**src/common/fabric_consts.svh**
```systemverilog
`ifndef FABRIC_CONSTS_SVH
`define FABRIC_CONSTS_SVH

// *************************************************************************
// Bus widths
// *************************************************************************

`define ADDR_WIDTH	32	// Byte address width of both masters and ports
`define DATA_WIDTH	32	// One bus word per transfer
`define BEN_WIDTH	4	// One enable bit for each data byte

// Bit 31 plus the eleven bits that hold the port number minus one
`define PORT_BITS	12

`define NUM_PORTS	2	// Slave ports behind the fabric

// *************************************************************************
// OCP command and response codes
// *************************************************************************

`define OCP_CMD_IDLE	3'b000	// No command on the bus
`define OCP_CMD_WRITE	3'b001	// Write MData under MByteEn
`define OCP_CMD_READ	3'b010	// Read one word

`define OCP_RESP_NULL	2'b00	// No response in this cycle
`define OCP_RESP_DVA	2'b01	// Read data valid or write done

`endif
```
**src/common/fabric_pkg.sv**
```systemverilog
`include "fabric_consts.svh"

// Types shared by the fabric modules and the OCP bundle
package fabric_pkg;

	// Payload carried by an OCP command
	typedef logic [`ADDR_WIDTH-1:0]	addr_t;	// Byte address
	typedef logic [`DATA_WIDTH-1:0]	data_t;	// Write or read data word
	typedef logic [`BEN_WIDTH-1:0]	ben_t;	// Byte enables

	// Control codes of the protocol
	typedef logic [2:0]	cmd_t;	// Holds the OCP_CMD_* codes
	typedef logic [1:0]	resp_t;	// Holds the OCP_RESP_* codes

	// Port number as decoded from bits 30..20 of an address
	typedef logic [`PORT_BITS-2:0]	port_no_t;

	// One-hot states of the per-master port FSMs
	typedef enum logic [2:0]
	{
		BUS_IDLE = 3'b001,	// Nothing in flight for this master
		BUS_WAIT = 3'b010,	// Command issued and waiting for the slave response
		BUS_CONF = 3'b100	// Command parked until the other master frees the port
	} bus_state_t;

endpackage

```
**src/common/ocp_if.sv**
```systemverilog
// OCP command and response bundle between one master and one slave
interface ocp_if;

	// Driven by the master
	fabric_pkg::addr_t	MAddr;	// Byte address of the command
	fabric_pkg::cmd_t	MCmd;	// Command is valid while this is not IDLE
	fabric_pkg::data_t	MData;	// Write data
	fabric_pkg::ben_t	MByteEn;	// Byte enables of the write

	// Driven by the slave
	logic			SCmdAccept;	// Command is taken on an edge where this is high
	fabric_pkg::data_t	SData;	// Read data, valid in the response cycle
	fabric_pkg::resp_t	SResp;	// A single DVA cycle ends the transaction

	// The side that issues commands
	modport master
	(
		output	MAddr,
		output	MCmd,
		output	MData,
		output	MByteEn,
		input	SCmdAccept,
		input	SData,
		input	SResp
	);

	// The side that answers them
	modport slave
	(
		input	MAddr,
		input	MCmd,
		input	MData,
		input	MByteEn,
		output	SCmdAccept,
		output	SData,
		output	SResp
	);

endinterface

```
**src/source/ocp_fabric.sv**
```systemverilog
`include "fabric_consts.svh"

// Two-master, two-port OCP fabric
module ocp_fabric
(
	input logic			clk,
	input logic			nrst,
	// Instruction master
	input fabric_pkg::addr_t	i_i_maddr,
	input fabric_pkg::cmd_t		i_i_mcmd,
	input fabric_pkg::data_t	i_i_mdata,
	input fabric_pkg::ben_t		i_i_mbyteen,
	output logic			o_i_scmdaccept,
	output fabric_pkg::data_t	o_i_sdata,
	output fabric_pkg::resp_t	o_i_sresp,
	// Data master
	input fabric_pkg::addr_t	i_d_maddr,
	input fabric_pkg::cmd_t		i_d_mcmd,
	input fabric_pkg::data_t	i_d_mdata,
	input fabric_pkg::ben_t		i_d_mbyteen,
	output logic			o_d_scmdaccept,
	output fabric_pkg::data_t	o_d_sdata,
	output fabric_pkg::resp_t	o_d_sresp,
	// Slave port 0
	output fabric_pkg::addr_t	o_p0_maddr,
	output fabric_pkg::cmd_t	o_p0_mcmd,
	output fabric_pkg::data_t	o_p0_mdata,
	output fabric_pkg::ben_t	o_p0_mbyteen,
	input logic			i_p0_scmdaccept,
	input fabric_pkg::data_t	i_p0_sdata,
	input fabric_pkg::resp_t	i_p0_sresp,
	// Slave port 1
	output fabric_pkg::addr_t	o_p1_maddr,
	output fabric_pkg::cmd_t	o_p1_mcmd,
	output fabric_pkg::data_t	o_p1_mdata,
	output fabric_pkg::ben_t	o_p1_mbyteen,
	input logic			i_p1_scmdaccept,
	input fabric_pkg::data_t	i_p1_sdata,
	input fabric_pkg::resp_t	i_p1_sresp
);

ocp_if u_ibus ();	// Instruction master as a bundle
ocp_if u_dbus ();	// Data master as a bundle
ocp_if u_iport [`NUM_PORTS] ();	// I commands into each port and their returns
ocp_if u_dport [`NUM_PORTS] ();	// D commands into each port and their returns
ocp_if u_pbus [`NUM_PORTS] ();	// Slave side of each port

// *************************************************************************
// Master side
// *************************************************************************

assign u_ibus.MAddr = i_i_maddr;
assign u_ibus.MCmd = i_i_mcmd;
assign u_ibus.MData = i_i_mdata;
assign u_ibus.MByteEn = i_i_mbyteen;
assign o_i_scmdaccept = u_ibus.SCmdAccept;
assign o_i_sdata = u_ibus.SData;
assign o_i_sresp = u_ibus.SResp;

assign u_dbus.MAddr = i_d_maddr;
assign u_dbus.MCmd = i_d_mcmd;
assign u_dbus.MData = i_d_mdata;
assign u_dbus.MByteEn = i_d_mbyteen;
assign o_d_scmdaccept = u_dbus.SCmdAccept;
assign o_d_sdata = u_dbus.SData;
assign o_d_sresp = u_dbus.SResp;

// *************************************************************************
// Ports
// *************************************************************************

genvar gp;
generate
	for (gp = 0; gp < `NUM_PORTS; gp++)
	begin : g_port
		// Every port sees both masters and claims what it decodes as its own
		assign u_iport[gp].MAddr = u_ibus.MAddr;
		assign u_iport[gp].MCmd = u_ibus.MCmd;
		assign u_iport[gp].MData = u_ibus.MData;
		assign u_iport[gp].MByteEn = u_ibus.MByteEn;
		assign u_dport[gp].MAddr = u_dbus.MAddr;
		assign u_dport[gp].MCmd = u_dbus.MCmd;
		assign u_dport[gp].MData = u_dbus.MData;
		assign u_dport[gp].MByteEn = u_dbus.MByteEn;

		fabric_port #(
			.PORT	(fabric_pkg::port_no_t'(gp))
		) u_port (
			.clk	(clk),
			.nrst	(nrst),
			.i_ibus	(u_iport[gp]),
			.i_dbus	(u_dport[gp]),
			.o_pbus	(u_pbus[gp])
		);
	end
endgenerate

fabric_resp_join u_resp_join (
	.clk		(clk),
	.nrst		(nrst),
	.i_iport	(u_iport),
	.i_dport	(u_dport),
	.o_ibus		(u_ibus),
	.o_dbus		(u_dbus)
);

// *************************************************************************
// Slave side
// *************************************************************************

assign o_p0_maddr = u_pbus[0].MAddr;
assign o_p0_mcmd = u_pbus[0].MCmd;
assign o_p0_mdata = u_pbus[0].MData;
assign o_p0_mbyteen = u_pbus[0].MByteEn;
assign u_pbus[0].SCmdAccept = i_p0_scmdaccept;
assign u_pbus[0].SData = i_p0_sdata;
assign u_pbus[0].SResp = i_p0_sresp;

assign o_p1_maddr = u_pbus[1].MAddr;
assign o_p1_mcmd = u_pbus[1].MCmd;
assign o_p1_mdata = u_pbus[1].MData;
assign o_p1_mbyteen = u_pbus[1].MByteEn;
assign u_pbus[1].SCmdAccept = i_p1_scmdaccept;
assign u_pbus[1].SData = i_p1_sdata;
assign u_pbus[1].SResp = i_p1_sresp;

endmodule

```
**src/fabric/fabric_resp_join.sv**
```systemverilog
`include "fabric_consts.svh"

// Folds the returns of every port into one return per master
module fabric_resp_join
(
	input logic	clk,
	input logic	nrst,
	ocp_if.master	i_iport [`NUM_PORTS],	// Instruction returns of each port
	ocp_if.master	i_dport [`NUM_PORTS],	// Data returns of each port
	ocp_if.slave	o_ibus,	// Instruction master
	ocp_if.slave	o_dbus	// Data master
);

localparam int NUM_MASTERS = 2;	// Index 0 is I and index 1 is D

// Returns gathered as master by port
logic [`NUM_PORTS-1:0]	acc [NUM_MASTERS];
logic [`NUM_PORTS-1:0]	rvalid [NUM_MASTERS];	// Port answers in this cycle
fabric_pkg::data_t	data [NUM_MASTERS][`NUM_PORTS];
fabric_pkg::resp_t	resp [NUM_MASTERS][`NUM_PORTS];

// Merged result per master
logic			macc [NUM_MASTERS];
fabric_pkg::data_t	mdata [NUM_MASTERS];
fabric_pkg::resp_t	mresp [NUM_MASTERS];

genvar gp;
generate
	for (gp = 0; gp < `NUM_PORTS; gp++)
	begin : g_port
		assign acc[0][gp] = i_iport[gp].SCmdAccept;
		assign data[0][gp] = i_iport[gp].SData;
		assign resp[0][gp] = i_iport[gp].SResp;
		assign rvalid[0][gp] = (i_iport[gp].SResp != `OCP_RESP_NULL);
		assign acc[1][gp] = i_dport[gp].SCmdAccept;
		assign data[1][gp] = i_dport[gp].SData;
		assign resp[1][gp] = i_dport[gp].SResp;
		assign rvalid[1][gp] = (i_dport[gp].SResp != `OCP_RESP_NULL);
	end
endgenerate

// Ports a master does not address report accept, so the AND is safe
always_comb
begin
	for (int m = 0; m < NUM_MASTERS; m++)
	begin
		macc[m] = &acc[m];
		mresp[m] = `OCP_RESP_NULL;
		mdata[m] = '0;
		for (int q = 0; q < `NUM_PORTS; q++)
		begin
			if (rvalid[m][q])
			begin
				mresp[m] = resp[m][q];	// Only the answering port counts
				mdata[m] = data[m][q];
			end
		end
	end
end

assign o_ibus.SCmdAccept = macc[0];
assign o_ibus.SData = mdata[0];
assign o_ibus.SResp = mresp[0];
assign o_dbus.SCmdAccept = macc[1];
assign o_dbus.SData = mdata[1];
assign o_dbus.SResp = mresp[1];

// A master has one transaction open, so one port at most can answer it
a_i_one_resp: assert property (@(posedge clk) disable iff (!nrst) $onehot0(rvalid[0]));
a_d_one_resp: assert property (@(posedge clk) disable iff (!nrst) $onehot0(rvalid[1]));

endmodule

```
**src/fabric/fabric_port.sv**
```systemverilog
`include "fabric_consts.svh"

// One slave port of the fabric with its own I and D request FSMs
module fabric_port #(
	parameter fabric_pkg::port_no_t PORT = '0	// Port number this instance answers to
)
(
	input logic	clk,
	input logic	nrst,
	ocp_if.slave	i_ibus,	// Instruction master as the port sees it
	ocp_if.slave	i_dbus,	// Data master as the port sees it
	ocp_if.master	o_pbus	// Toward the slave on this port
);

// *************************************************************************
// Address helpers
// *************************************************************************

// Port 0 for a clear bit 31, otherwise bits 30..20 plus one
function automatic fabric_pkg::port_no_t port_no(input fabric_pkg::addr_t addr);
	if (addr[`ADDR_WIDTH-1])
		return addr[`ADDR_WIDTH-2:`ADDR_WIDTH-`PORT_BITS] + 1'b1;
	return '0;
endfunction

// The slave only sees the low 20 bits behind a port above 0
function automatic fabric_pkg::addr_t decode_addr(input fabric_pkg::addr_t addr);
	if (addr[`ADDR_WIDTH-1])
		return {{`PORT_BITS{1'b0}}, addr[`ADDR_WIDTH-`PORT_BITS-1:0]};
	return addr;
endfunction

// Two live commands that aim at the same port
function automatic logic confl(
	input fabric_pkg::addr_t	a_addr,
	input fabric_pkg::cmd_t		a_cmd,
	input fabric_pkg::addr_t	b_addr,
	input fabric_pkg::cmd_t		b_cmd
);
	return (a_cmd != `OCP_CMD_IDLE) && (b_cmd != `OCP_CMD_IDLE) &&
		(port_no(a_addr) == port_no(b_addr));
endfunction

// *************************************************************************
// State and request storage
// *************************************************************************

fabric_pkg::bus_state_t	i_state;	// Instruction side FSM
fabric_pkg::bus_state_t	d_state;	// Data side FSM

logic	i_busy;	// Instruction transaction in flight on this port
logic	d_busy;	// Data transaction in flight on this port
logic	sel_i;	// Port owner for the demux

// Commands parked in BUS_CONF
fabric_pkg::addr_t	i_pend_addr;
fabric_pkg::cmd_t	i_pend_cmd;
fabric_pkg::data_t	i_pend_data;
fabric_pkg::ben_t	i_pend_ben;
fabric_pkg::addr_t	d_pend_addr;
fabric_pkg::cmd_t	d_pend_cmd;
fabric_pkg::data_t	d_pend_data;
fabric_pkg::ben_t	d_pend_ben;

// FSM decisions for this cycle
logic	i_hit;	// I master addresses this port
logic	i_park;	// Take the I command but hold it back
logic	i_go_new;	// Issue the I command straight from the master
logic	i_go_pend;	// Issue the parked I command
logic	d_hit;
logic	d_park;
logic	d_go_new;
logic	d_go_pend;

// Latched commands on their way to the demux
ocp_if u_icmd ();
ocp_if u_dcmd ();

assign i_busy = (i_state == fabric_pkg::BUS_WAIT);
assign d_busy = (d_state == fabric_pkg::BUS_WAIT);
assign sel_i = !d_busy;	// I owns the port unless D is in flight

// *************************************************************************
// Arbitration
// *************************************************************************

assign i_hit = (i_ibus.MCmd != `OCP_CMD_IDLE) && (port_no(i_ibus.MAddr) == PORT);
assign d_hit = (i_dbus.MCmd != `OCP_CMD_IDLE) && (port_no(i_dbus.MAddr) == PORT);

// I gives way to a D command in the same cycle, to D in flight and to a parked D
assign i_park = (i_state == fabric_pkg::BUS_IDLE) && i_hit &&
	(confl(i_ibus.MAddr, i_ibus.MCmd, i_dbus.MAddr, i_dbus.MCmd) || d_busy ||
	(d_state == fabric_pkg::BUS_CONF));
assign i_go_new = (i_state == fabric_pkg::BUS_IDLE) && i_hit && !i_park;
assign i_go_pend = (i_state == fabric_pkg::BUS_CONF) && !d_busy &&
	!confl(i_pend_addr, i_pend_cmd, i_dbus.MAddr, i_dbus.MCmd);

// D only waits while I holds the port
assign d_park = (d_state == fabric_pkg::BUS_IDLE) && d_hit && i_busy;
assign d_go_new = (d_state == fabric_pkg::BUS_IDLE) && d_hit && !i_busy;
assign d_go_pend = (d_state == fabric_pkg::BUS_CONF) && !i_busy;

// Masters see a combinational accept from the FSM state
assign i_ibus.SCmdAccept = (i_state == fabric_pkg::BUS_IDLE) || (i_ibus.MCmd == `OCP_CMD_IDLE);
assign i_dbus.SCmdAccept = (d_state == fabric_pkg::BUS_IDLE) || (i_dbus.MCmd == `OCP_CMD_IDLE);

// Responses come back through the demux in the same cycle
assign i_ibus.SData = u_icmd.SData;
assign i_ibus.SResp = u_icmd.SResp;
assign i_dbus.SData = u_dcmd.SData;
assign i_dbus.SResp = u_dcmd.SResp;

// *************************************************************************
// Instruction side FSM
// *************************************************************************

always_ff @(posedge clk or negedge nrst)
begin
	if (!nrst)
	begin
		i_state <= fabric_pkg::BUS_IDLE;
		u_icmd.MCmd <= `OCP_CMD_IDLE;
	end
	else
	begin
		case (i_state)
		fabric_pkg::BUS_IDLE:
		begin
			if (i_park)
				i_state <= fabric_pkg::BUS_CONF;
			else if (i_go_new)
			begin
				u_icmd.MCmd <= i_ibus.MCmd;	// Appears on the port one cycle after capture
				i_state <= fabric_pkg::BUS_WAIT;
			end
		end
		fabric_pkg::BUS_CONF:
		begin
			if (i_go_pend)
			begin
				u_icmd.MCmd <= i_pend_cmd;
				i_state <= fabric_pkg::BUS_WAIT;
			end
		end
		fabric_pkg::BUS_WAIT:
		begin
			if (u_icmd.SCmdAccept)
				u_icmd.MCmd <= `OCP_CMD_IDLE;	// Slave has taken it
			if (u_icmd.SResp != `OCP_RESP_NULL)
				i_state <= fabric_pkg::BUS_IDLE;	// Response cycle ends the transaction
		end
		default:
			i_state <= fabric_pkg::BUS_IDLE;
		endcase
	end
end

// Payload follows the same decisions
always_ff @(posedge clk)
begin
	if (i_park)
	begin
		i_pend_addr <= i_ibus.MAddr;
		i_pend_cmd <= i_ibus.MCmd;
		i_pend_data <= i_ibus.MData;
		i_pend_ben <= i_ibus.MByteEn;
	end
	if (i_go_new)
	begin
		u_icmd.MAddr <= decode_addr(i_ibus.MAddr);
		u_icmd.MData <= i_ibus.MData;
		u_icmd.MByteEn <= i_ibus.MByteEn;
	end
	else if (i_go_pend)
	begin
		u_icmd.MAddr <= decode_addr(i_pend_addr);
		u_icmd.MData <= i_pend_data;
		u_icmd.MByteEn <= i_pend_ben;
	end
end

// *************************************************************************
// Data side FSM
// *************************************************************************

always_ff @(posedge clk or negedge nrst)
begin
	if (!nrst)
	begin
		d_state <= fabric_pkg::BUS_IDLE;
		u_dcmd.MCmd <= `OCP_CMD_IDLE;
	end
	else
	begin
		case (d_state)
		fabric_pkg::BUS_IDLE:
		begin
			if (d_park)
				d_state <= fabric_pkg::BUS_CONF;
			else if (d_go_new)
			begin
				u_dcmd.MCmd <= i_dbus.MCmd;
				d_state <= fabric_pkg::BUS_WAIT;
			end
		end
		fabric_pkg::BUS_CONF:
		begin
			if (d_go_pend)
			begin
				u_dcmd.MCmd <= d_pend_cmd;	// One cycle after the I response
				d_state <= fabric_pkg::BUS_WAIT;
			end
		end
		fabric_pkg::BUS_WAIT:
		begin
			if (u_dcmd.SCmdAccept)
				u_dcmd.MCmd <= `OCP_CMD_IDLE;
			if (u_dcmd.SResp != `OCP_RESP_NULL)
				d_state <= fabric_pkg::BUS_IDLE;
		end
		default:
			d_state <= fabric_pkg::BUS_IDLE;
		endcase
	end
end

always_ff @(posedge clk)
begin
	if (d_park)
	begin
		d_pend_addr <= i_dbus.MAddr;
		d_pend_cmd <= i_dbus.MCmd;
		d_pend_data <= i_dbus.MData;
		d_pend_ben <= i_dbus.MByteEn;
	end
	if (d_go_new)
	begin
		u_dcmd.MAddr <= decode_addr(i_dbus.MAddr);
		u_dcmd.MData <= i_dbus.MData;
		u_dcmd.MByteEn <= i_dbus.MByteEn;
	end
	else if (d_go_pend)
	begin
		u_dcmd.MAddr <= decode_addr(d_pend_addr);
		u_dcmd.MData <= d_pend_data;
		u_dcmd.MByteEn <= d_pend_ben;
	end
end

// Only the owner's command reaches the slave
fabric_port_demux u_demux (
	.i_select	(sel_i),
	.i_icmd		(u_icmd),
	.i_dcmd		(u_dcmd),
	.o_pbus		(o_pbus)
);

// The port never serves both masters at once
a_one_owner: assert property (@(posedge clk) disable iff (!nrst) !(i_busy && d_busy));

endmodule

```
**src/fabric/fabric_port_demux.sv**
```systemverilog
`include "fabric_consts.svh"

// Puts the owning master's latched command on the port and returns the
// slave's answer to that master alone
module fabric_port_demux
(
	input logic	i_select,	// High gives the port to I
	ocp_if.slave	i_icmd,	// Latched instruction command
	ocp_if.slave	i_dcmd,	// Latched data command
	ocp_if.master	o_pbus	// Slave port
);

// *************************************************************************
// Command path
// *************************************************************************

assign o_pbus.MAddr = i_select ? i_icmd.MAddr : i_dcmd.MAddr;
assign o_pbus.MCmd = i_select ? i_icmd.MCmd : i_dcmd.MCmd;
assign o_pbus.MData = i_select ? i_icmd.MData : i_dcmd.MData;
assign o_pbus.MByteEn = i_select ? i_icmd.MByteEn : i_dcmd.MByteEn;

// *************************************************************************
// Return path
// *************************************************************************

// The master that does not own the port sees no accept and no response
assign i_icmd.SCmdAccept = i_select & o_pbus.SCmdAccept;
assign i_icmd.SData = i_select ? o_pbus.SData : '0;
assign i_icmd.SResp = i_select ? o_pbus.SResp : `OCP_RESP_NULL;

assign i_dcmd.SCmdAccept = !i_select & o_pbus.SCmdAccept;
assign i_dcmd.SData = i_select ? '0 : o_pbus.SData;
assign i_dcmd.SResp = i_select ? `OCP_RESP_NULL : o_pbus.SResp;

endmodule

```
**config.mk**
```make
export PLATFORM = sky130hd
export DESIGN_NAME = ocp_fabric
export DESIGN_NICKNAME = d
export VERILOG_FILES = /design/src/common/fabric_pkg.sv /design/src/common/ocp_if.sv /design/src/source/ocp_fabric.sv /design/src/fabric/fabric_resp_join.sv /design/src/fabric/fabric_port.sv /design/src/fabric/fabric_port_demux.sv
export VERILOG_INCLUDE_DIRS = /design/src /design/src/common
export SDC_FILE = /design/constraint.sdc
export NUM_CORES = 1
export LEC_CHECK = 0
export BUFFER_PORTS_ARGS = -buffer_cell sky130_fd_sc_hd__buf_2
export CORE_ASPECT_RATIO = 1.1
export CORE_MARGIN = 2
export CORE_UTILIZATION = 63
export CTS_BUF_LIST = sky130_fd_sc_hd__clkbuf_8
export DETAILED_ROUTE_END_ITERATION = 8
export GPL_TIMING_DRIVEN = 0
export PLACE_DENSITY = 0.89
export RECOVER_POWER = 50
export SLEW_MARGIN = 0
export SYNTH_ARGS = -nofsm -noshare
export SYNTH_HDL_FRONTEND = slang
export SYNTH_SLANG_ARGS = --single-unit
```
**constraint.sdc**
```tcl
create_clock -name clk -period 9.3 [get_ports clk]
set_input_delay 0.465 -clock clk [delete_from_list [all_inputs] [get_ports clk]]
set_output_delay 0.465 -clock clk [all_outputs]
set_load 0.02 [all_outputs]
```
==> results.toml, run 1 <==
[critical_path]
cp_max_fo = 22
worstPathArrival_ns = 6.08
start_kind = "input pin"
r2r-start = "g_port[1].u_port.d_state[0]"
end_kind = "flop"
rrSetupSlack_ns = 4.40
crit_type = "input pin to flop"
cp-startpoint = "i_d_maddr[21]"
r2r-end = "g_port[1].u_port.u_dcmd.MData[25]"
crit_required_ns = 9.55
reg2reg_depth = 7
worstSetupEndpoint = "g_port[1].u_port.u_dcmd.MData[25]"

[pwr]
p_per_area_mw_per_mm2 = 175
p_leak_nw = 12.2
internal-power_mw = 4.15
pwr-share-seq = 0.530
power.switching_mw = 1.31
comb_power_share = 0.076
ir_drop_mv = 0.166
p_clk_frac = 0.394
p_sw_frac = 0.240

[synth]
syn-mean-instance-area_sq_um = 13.8
synth_most_common_cell = "edfxtp_1"
syn_inst = 1863
ys_async_sr_fraction = 0.0417
yosys.area.top_type = "edfxtp_1"
yosys_register_bits = 576
yosys_warnings = 0
yosysTopAreaCellShare = 0.645
synth_area_sq_mm = 0.0257
yosys-top-cells-count = "edfxtp_1, nand2_1, mux2_2, mux2_1, a22o_1"
synthFlopType = "edfxtp_1"
synth_cell_type_count = 78
synth-edff-count = 552
synthTopCellsByArea = "edfxtp_1, nand2_1, mux2_2"
ys_seq_area_frac = 0.669

[route]
antenna_left = 0
wl_met2_mm = 37.4
wl_per_cell_microns = 25.4
route.met3.wl_mm = 7.96
first_pass_iters = 5
remaining_drc_errors = 0
top_layer = "met5"
first_iter_violations = 2287
drt-met1-wl_mm = 29.2
vias = 19100
routed_wirelength_mm = 78.1
via_per_inst = 6.21

[clock_network]
clockBufferDepth = 3
postCtsSetupBuffers = 0
cts_tree = "yes"
cts_sinks = 576
cts_root_buf = "clkbuf_8"
cts_max_level = 3
cts_made_buffers = 92
insertion_delay_ns = 0.67
cts.clk_slew.worst_paths_ns = 0.06

[die]
chipHeight_microns = 216
pin_count = 426
rows = 77
die_area_sq_mm = 0.0424
coreArea_sq_mm = 0.0402
die_w_microns = 197
start_util = 0.639

[layout]
nFillCells = 2333
drive_above_1_share = 0.234
area_delta_synth_final_pct = 21.5
final_design_area_no_fill_sq_mm = 0.0312
fin_nets = 2707

[placed_design]
portBuffers = 423
dpl_cell_area_sq_mm = 0.0288
hpwlAfterDp_mm = 50.6
gp_routability_congestion = 0.960

[grt]
grt_pass1_wl_mm = 114
antenna_found_initial = 10
grt-ovfl-total = 0
grt_pass1_vias = 19100
grt_max_degree = 57
grtUsageTotal = 0.364

[sta]
setup_viol = 0
hold_violations = 0
relSlewSlack = -0.635
tightest_slew_ns = 2.44
final.setup_skew_ns = 0.0341
max_freq_ghz = 0.172
layout_worst_path_cycle_share = 0.626
fin_setup_tns_ns = 0
layout_min_cycle_time_ns = 5.83
slew_viol_final = 134
rsz0062_at_grt = "false"

[min_path]
hp-class = "input pin to flop"
holdPathStages = 1

[job]
maxCapViolations = 6

[status]
status = "finished, violations left"
violations = "max-capacitance violations, max-slew violations"
[layer usage]
metal  global-route usage  up-vias
li1                     -     8167
met1                0.480     9363
met2                0.586     1326
met3               0.0752      274
met4                0.171        6
met5                    0        -
[cell families (layout without fill, tap and decap cells)]
logic type,after synthesis,in the layout,share of synthesized area
AND/OR/NAND/NOR,699,699,0.123
flip-flops,576,576,0.669
multiplexers,242,242,0.114
AO/OA/AOI/OAI,194,194,0.0582
buffers and inverters,111,806,0.0217
XOR/XNOR,36,36,0.0123
adder cells (fa/ha/maj),4,4,0.00195
other,1,10,0.000146
[cell usage in the layout, fill, tap and decap left out, types with 25 or more instances in the layout]
cell	instances
nand3_1	25
mux2_1	87
clkbuf_1	220
mux2_2	90
nor2_1	43
o21ai_0	33
clkbuf_8	95
inv_1	45
buf_2	289
mux2_4	56
a22o_1	73
edfxtp_1	552
nand2_1	472
dlygate4sd3_1	94
[worst min-delay path by stage]
stage                                    start                               end  slack, ns
2_1_floorplan                             nrst       g_port[0].u_port.d_state[1]       0.17
3_3_place_gp                              nrst       g_port[1].u_port.i_state[1]       0.47
3_5_place_dp   g_port[1].u_port.u_dcmd.MCmd[0]   g_port[1].u_port.u_dcmd.MCmd[0]       0.48
4_1_cts                          i_d_mdata[11]  g_port[1].u_port.d_pend_data[11]     0.0004
5_1_grt                          i_i_maddr[23]  g_port[0].u_port.i_pend_addr[23]       0.07
6_report                         i_i_maddr[23]  g_port[0].u_port.i_pend_addr[23]       0.08
[power groups by stage]
stage	Sequential [mW]	Clock (mW)	Combinational [mW]
3_3_place_gp	2.95	0	0.357
3_5_place_dp	2.94	0	0.379
5_1_grt	2.90	2.27	0.436
2_1_floorplan	2.94	0	0.193
4_1_cts	2.89	2.14	0.416
6_report	2.89	2.15	0.414
[state kept, by name (all words and copies together), names as in the netlist, 62 cells and up]
register                    flops
g_port.u_port.u_dcmd.MAddr     62
g_port.u_port.u_dcmd.MData     64
g_port.u_port.u_icmd.MData     64
g_port.u_port.d_pend_data      64
g_port.u_port.d_pend_addr      64
g_port.u_port.i_pend_addr      64
g_port.u_port.u_icmd.MAddr     62
g_port.u_port.i_pend_data      64
[stage by stage]
stage | hold WS, ns | total power, mW | setup WS, ns | utilization | instances
global placement | 0.473 | 3.30 | 0.929 | 0.708 | 2800
floorplan | 0.169 | 3.14 | 3.74 | - | 1864
global route | 0.0714 | 5.61 | 3.18 | 0.777 | 3079
CTS | 0.000387 | 5.45 | 4.96 | 0.785 | 3072
detailed placement | 0.481 | 3.32 | 4.90 | 0.717 | 2814
finish | 0.0834 | 5.46 | 3.47 | 0.777 | 3080
[area by class of cell]
class | instances | area (sq um) | area share
diodes | 8 | 20.0 | 0.000642
plain buffers | 98 | 474 | 0.0152
clock buffers | 95 | 1310 | 0.0419
clock inverters | 69 | 459 | 0.0147
inverters | 13 | 48.8 | 0.00156
multi-input cells | 1177 | 7950 | 0.255
flip-flops and latches | 576 | 17200 | 0.551
well taps | 513 | 642 | 0.0206
repair buffers | 531 | 3120 | 0.100
[timing repair]
action / CTS / global route
gates resized for setup: 0 / 0
hold endpoints to repair: 196 / 0
hold buffers: 94 / 0
[worst max-delay path: stages]
cell and delay (ns):
clkbuf_1 0.41, ha_1 0.40, a41oi_1 0.20, o21a_1 0.36, nor4_1 0.57, o211a_1 0.38
nor2_1 0.12, nor2_1 0.91, clkbuf_1 1.07, clkbuf_1 1.16
Note: power is estimated with default switching activity, not from simulation.
==> run 2, diff against run 1 <==
Settings changed: CORE_UTILIZATION 63 to 59, PLACE_DENSITY 0.89 to 0.84.
Clock period 9.3 ns to 5.5 ns, I/O delays scaled along.
==> results.toml, run 2 (synthesis gave the netlist of run 1 again) <==
[status]
status = "finished, violations left"
violations = "max-capacitance violations, max-slew violations"

[clock_network]
cts_root_buf = "clkbuf_8"
cts.clk_slew.worst_paths_ns = 0.06
insertion_delay_ns = 0.69
cts_max_level = 3
clockBufferDepth = 3
cts_made_buffers = 88
postCtsSetupBuffers = 0
cts_tree = "yes"
cts_sinks = 576

[critical_path]
r2r-start = "g_port[0].u_port.i_pend_addr[20]"
rrSetupSlack_ns = 1.69
end_kind = "flop"
cp_max_fo = 39
worstPathArrival_ns = 5.01
crit_required_ns = 5.85
crit_type = "input pin to flop"
start_kind = "input pin"
r2r-end = "g_port[0].u_port.u_icmd.MData[10]"
reg2reg_depth = 9

[layout]
final_design_area_no_fill_sq_mm = 0.0317
drive_above_1_share = 0.229
layout.cells.non_filler = 3177
fin_nets = 2751
area_delta_synth_final_pct = 23.3
mostFrequentLayoutCells = "edfxtp_1, nand2_1, buf_2, clkbuf_1, dlygate4sd3_1"
nFillCells = 2793
final_common_cell = "edfxtp_1"

[pwr]
p_clk_frac = 0.375
p_per_area_mw_per_mm2 = 284
internal-power_mw = 6.81
pwr-share-seq = 0.543
comb_power_share = 0.081
power_mw = 9.00
ir_drop_mv = 0.228
p_sw_frac = 0.244
power.switching_mw = 2.19
p_leak_nw = 12.3

[sta]
tightest_slew_ns = 2.03
fin_setup_tns_ns = 0
hold_violations = 0
final.setup_skew_ns = 0.0209
relSlewSlack = -0.357
layout_min_cycle_time_ns = 4.66
slew_viol_final = 55
setup_ws_ns = 0.836
max_freq_ghz = 0.214
setup_viol = 0
layout_worst_path_cycle_share = 0.848
rsz0062_at_grt = "false"

[die]
coreArea_sq_mm = 0.0431
die_w_microns = 203
start_util = 0.595
die_area_sq_mm = 0.0452
rows = 80
chipHeight_microns = 223
pin_count = 426

[min_path]
holdPathStages = 4
hold_end = "g_port[0].u_port.u_dcmd.MCmd[2]"
hp-class = "input pin to flop"
worstHoldStart = "i_p0_scmdaccept"

[route]
wl_per_cell_microns = 24.2
antenna_left = 0
routed_wirelength_mm = 76.9
first_pass_iters = 5
first_iter_violations = 1772
vias = 19000
via_per_inst = 5.98
remaining_drc_errors = 0

[job]
maxCapViolations = 3

[grt]
antenna_found_initial = 9
grt_pass1_wl_mm = 113
grt_max_degree = 55
grt_pass1_vias = 19300
grt-ovfl-total = 0
grtUsageTotal = 0.337

[placed_design]
place_ws_ns = 1.34
gp_routability_congestion = 0.898
placed_cells = 2874
dpl_cell_area_sq_mm = 0.0289
portBuffers = 423
hpwlAfterDp_mm = 50.9
## run 2: cell types whose count changed in the layout (fill, tap and decap cells not counted), moves of 4 or more
cell           change
buf_12             +5
dlygate4sd3_1     +49
clkbuf_8           -6
inv_1              -5
diode_2            -4
clkinv_1           +5
## run 2: routing by layer
metal  global-route usage  wire, microns  vias up
met5                    0             60        -
met1                0.440          29100     9303
met4                0.172           3550        8
met2                0.535          36900     1200
li1                     -              -     8251
met3               0.0727           7370      233
## run 2: stage by stage
stage          hold WS, ns  utilization
3_3_place_gp         0.281        0.661
3_5_place_dp         0.295        0.669
5_1_grt             0.0369        0.734
6_report            0.0696        0.734
2_1_floorplan      -0.0206            -
4_1_cts             0.0114        0.740
## run 2: worst max-delay path by stage
stage	from	end	depth (start not counted)
after global placement	i_d_maddr[21]	g_port[0].u_port.i_pend_addr[13]	10
after detailed placement	i_i_maddr[20]	g_port[1].u_port.u_icmd.MAddr[2]	14
final	i_i_maddr[20]	g_port[1].u_port.u_icmd.MAddr[14]	15
after global routing	i_i_maddr[20]	g_port[1].u_port.u_icmd.MAddr[12]	15
after floorplan	i_d_maddr[20]	g_port[0].u_port.i_pend_addr[0]	10
after CTS	g_port[1].u_port.d_state[0]	o_d_sdata[14]	7
## run 2: critical path: stages
cell and delay, ns:
dlygate4sd3_1 0.53, clkbuf_1 0.55, ha_1 0.25, buf_2 0.18
nand3_1 0.15, o21ai_0 0.30, nand4_1 0.13, a2111oi_0 0.74
and4bb_1 0.32, and2_4 0.18, nand3b_4 0.21, buf_6 0.26
buf_6 0.16, nand2_4 0.38, buf_16 0.30
## run 2: repair_timing
action,CTS,global route
gates resized for setup,0,0
hold endpoints to repair,536,0
setup endpoints to repair,0,0
hold buffers,143,0
## run 2: cell type report
class / count / area, sq um / share of cell area
antenna: 4 / 10.0 / 0.000316
clock buffer: 89 / 1220 / 0.0387
buffer: 98 / 469 / 0.0148
timing repair buffer: 579 / 3660 / 0.116
inverter: 13 / 48.8 / 0.00154
multi-input combinational: 1177 / 7950 / 0.251
sequential: 576 / 17200 / 0.543
tap: 574 / 718 / 0.0227
clock inverter: 67 / 389 / 0.0123
## run 2: power groups by stage
stage | Combinational, mW | Sequential [mW] | Clock, mW
final | 0.732 | 4.89 | 3.38
after CTS | 0.732 | 4.89 | 3.37
after detailed placement | 0.644 | 4.98 | 0
after global placement | 0.611 | 4.98 | 0
after global routing | 0.769 | 4.89 | 3.58
after floorplan | 0.327 | 4.97 | 0
==> run 3, diff against run 2 <==
Settings changed: CORE_UTILIZATION 59 to 53, PLACE_DENSITY 0.84 to 0.8.
Clock period 5.5 ns to 4.2 ns, I/O delays scaled along.
==> results.toml, run 3 (synthesis gave the netlist of run 1 again) <==
[status]
status = "completed"

[critical_path]
end_kind = "flop"
crit_type = "input pin to flop"
start_kind = "input pin"
cp_max_fo = 13
worstPathArrival_ns = 4.60
crit_required_ns = 4.74

[die]
pin_count = 426
rows = 84
coreArea_sq_mm = 0.0478
die_area_sq_mm = 0.0502
start_util = 0.537
chipHeight_microns = 235
die_w_microns = 214

[sta]
final.setup_skew_ns = 0.0337
rsz0062_at_grt = "false"
timing.hold.ws_ns = 0.0698
setup_viol = 0
layout_min_cycle_time_ns = 4.06
layout_worst_path_cycle_share = 0.967
slew_viol_final = 0
fin_setup_tns_ns = 0
relSlewSlack = 0.109
tightest_slew_ns = 1.34
max_freq_ghz = 0.246
hold_violations = 0

[grt]
antenna_found_initial = 6
grt-ovfl-total = 0
grt_max_degree = 53
grt_pass1_wl_mm = 112
grt_pass1_vias = 18400
grtUsageTotal = 0.300

[placed_design]
hpwlAfterDp_mm = 52.0
dpl_cell_area_sq_mm = 0.0289
placed_cells = 2944
portBuffers = 423
gp_routability_congestion = 0.969

[route]
vias = 18500
via_per_inst = 5.68
wl_per_cell_microns = 23.5
first_pass_iters = 5
routed_wirelength_mm = 76.6
first_iter_violations = 1642
remaining_drc_errors = 0
antenna_left = 0

[clock_network]
insertion_delay_ns = 0.69
cts.clk_slew.worst_paths_ns = 0.06
cts_sinks = 576
cts_root_buf = "clkbuf_8"
clockBufferDepth = 3
cts_made_buffers = 90
cts_tree = "yes"
cts_max_level = 3

[layout]
area_delta_synth_final_pct = 23.8
final_common_cell = "edfxtp_1"
nFillCells = 3496
final_design_area_no_fill_sq_mm = 0.0318
fin_nets = 2757
drive_above_1_share = 0.235
final_util = 0.665
mostFrequentLayoutCells = "edfxtp_1, nand2_1, buf_2, clkbuf_1, dlygate4sd3_1"
layout.cells.non_filler = 3256

[pwr]
p_leak_nw = 12.3
p_per_area_mw_per_mm2 = 366
ir_drop_mv = 0.313

[job]
maxCapViolations = 0

[min_path]
hp-class = "input pin to flop"
run 3: worst max-delay path, stage by stage:
cell and delay, ns:
dlygate4sd3_1 0.54, clkbuf_1 0.46, nand4_2 0.25, nor2_1 0.27
mux2i_1 0.52, xnor2_1 0.13, or3b_1 0.49, o311ai_1 0.87
nand2b_2 0.52, nand2b_1 0.30
run 3: layout make-up:
type                            instances  area (sq um)  share of cell area
Antenna cell                            5          12.5            0.000394
Buffer                                 97           489              0.0154
Clock buffer                           91          1250              0.0394
Clock inverter                         68           334              0.0105
Inverter                               13          48.8             0.00153
Multi-Input combinational cell       1178          7990               0.251
Sequential cell                       576         17200               0.540
Tap cell                              645           807              0.0254
Timing Repair Buffer                  583          3670               0.115
run 3: final timing paths:
check,from,to,slack (ns),cells past startpoint
min in group asynchronous,nrst,g_port[1].u_port.d_state[1],0.42,2
max in group asynchronous,nrst,g_port[0].u_port.d_state[2],2.97,2
worst max register to register,g_port[0].u_port.i_pend_addr[20],g_port[0].u_port.i_state[1],0.19,9
worst min register to register,g_port[0].u_port.u_icmd.MCmd[0],g_port[0].u_port.u_icmd.MCmd[0],0.49,1
worst min-delay path,i_p1_sresp[0],g_port[1].u_port.d_state[0],0.07,3
worst max-delay path,i_d_maddr[25],g_port[0].u_port.i_state[1],0.14,10
run 3: per-layer routing:
layer  global-route usage  vias up  wire length (microns)
met5                    0        -                     15
met4                0.124        2                   2680
met3               0.0543      155                   5850
met2                0.482      902                  37000
met1                0.403     9185                  31100
li1                     -     8250                      -
run 3: stage by stage:
step	setup slack, ns	power [mW]
3_3_place_gp	-2.05	7.32
4_1_cts	0.0948	11.7
6_report	0.140	11.6
2_1_floorplan	0.0902	6.94
3_5_place_dp	-0.00740	7.35
5_1_grt	0.0173	12.0
run 3: power breakdown:
part / switching, mW / leakage [nW] / internal, mW
clock: 2.23 / 0.929 / 2.04
sequential: 0.0368 / 5.29 / 6.36
combinational: 0.570 / 6.11 / 0.374
total: 2.84 / 12.3 / 8.78
run 3: timing repair:
item                                    in CTS  in global routing
hold buffers                               148                  0
gates resized for setup                      0                  4
hold endpoints to repair                   554                  0
cloned                                       0                  1
endpoints found under the setup margin       4                 91
buffers inserted                             0                  0
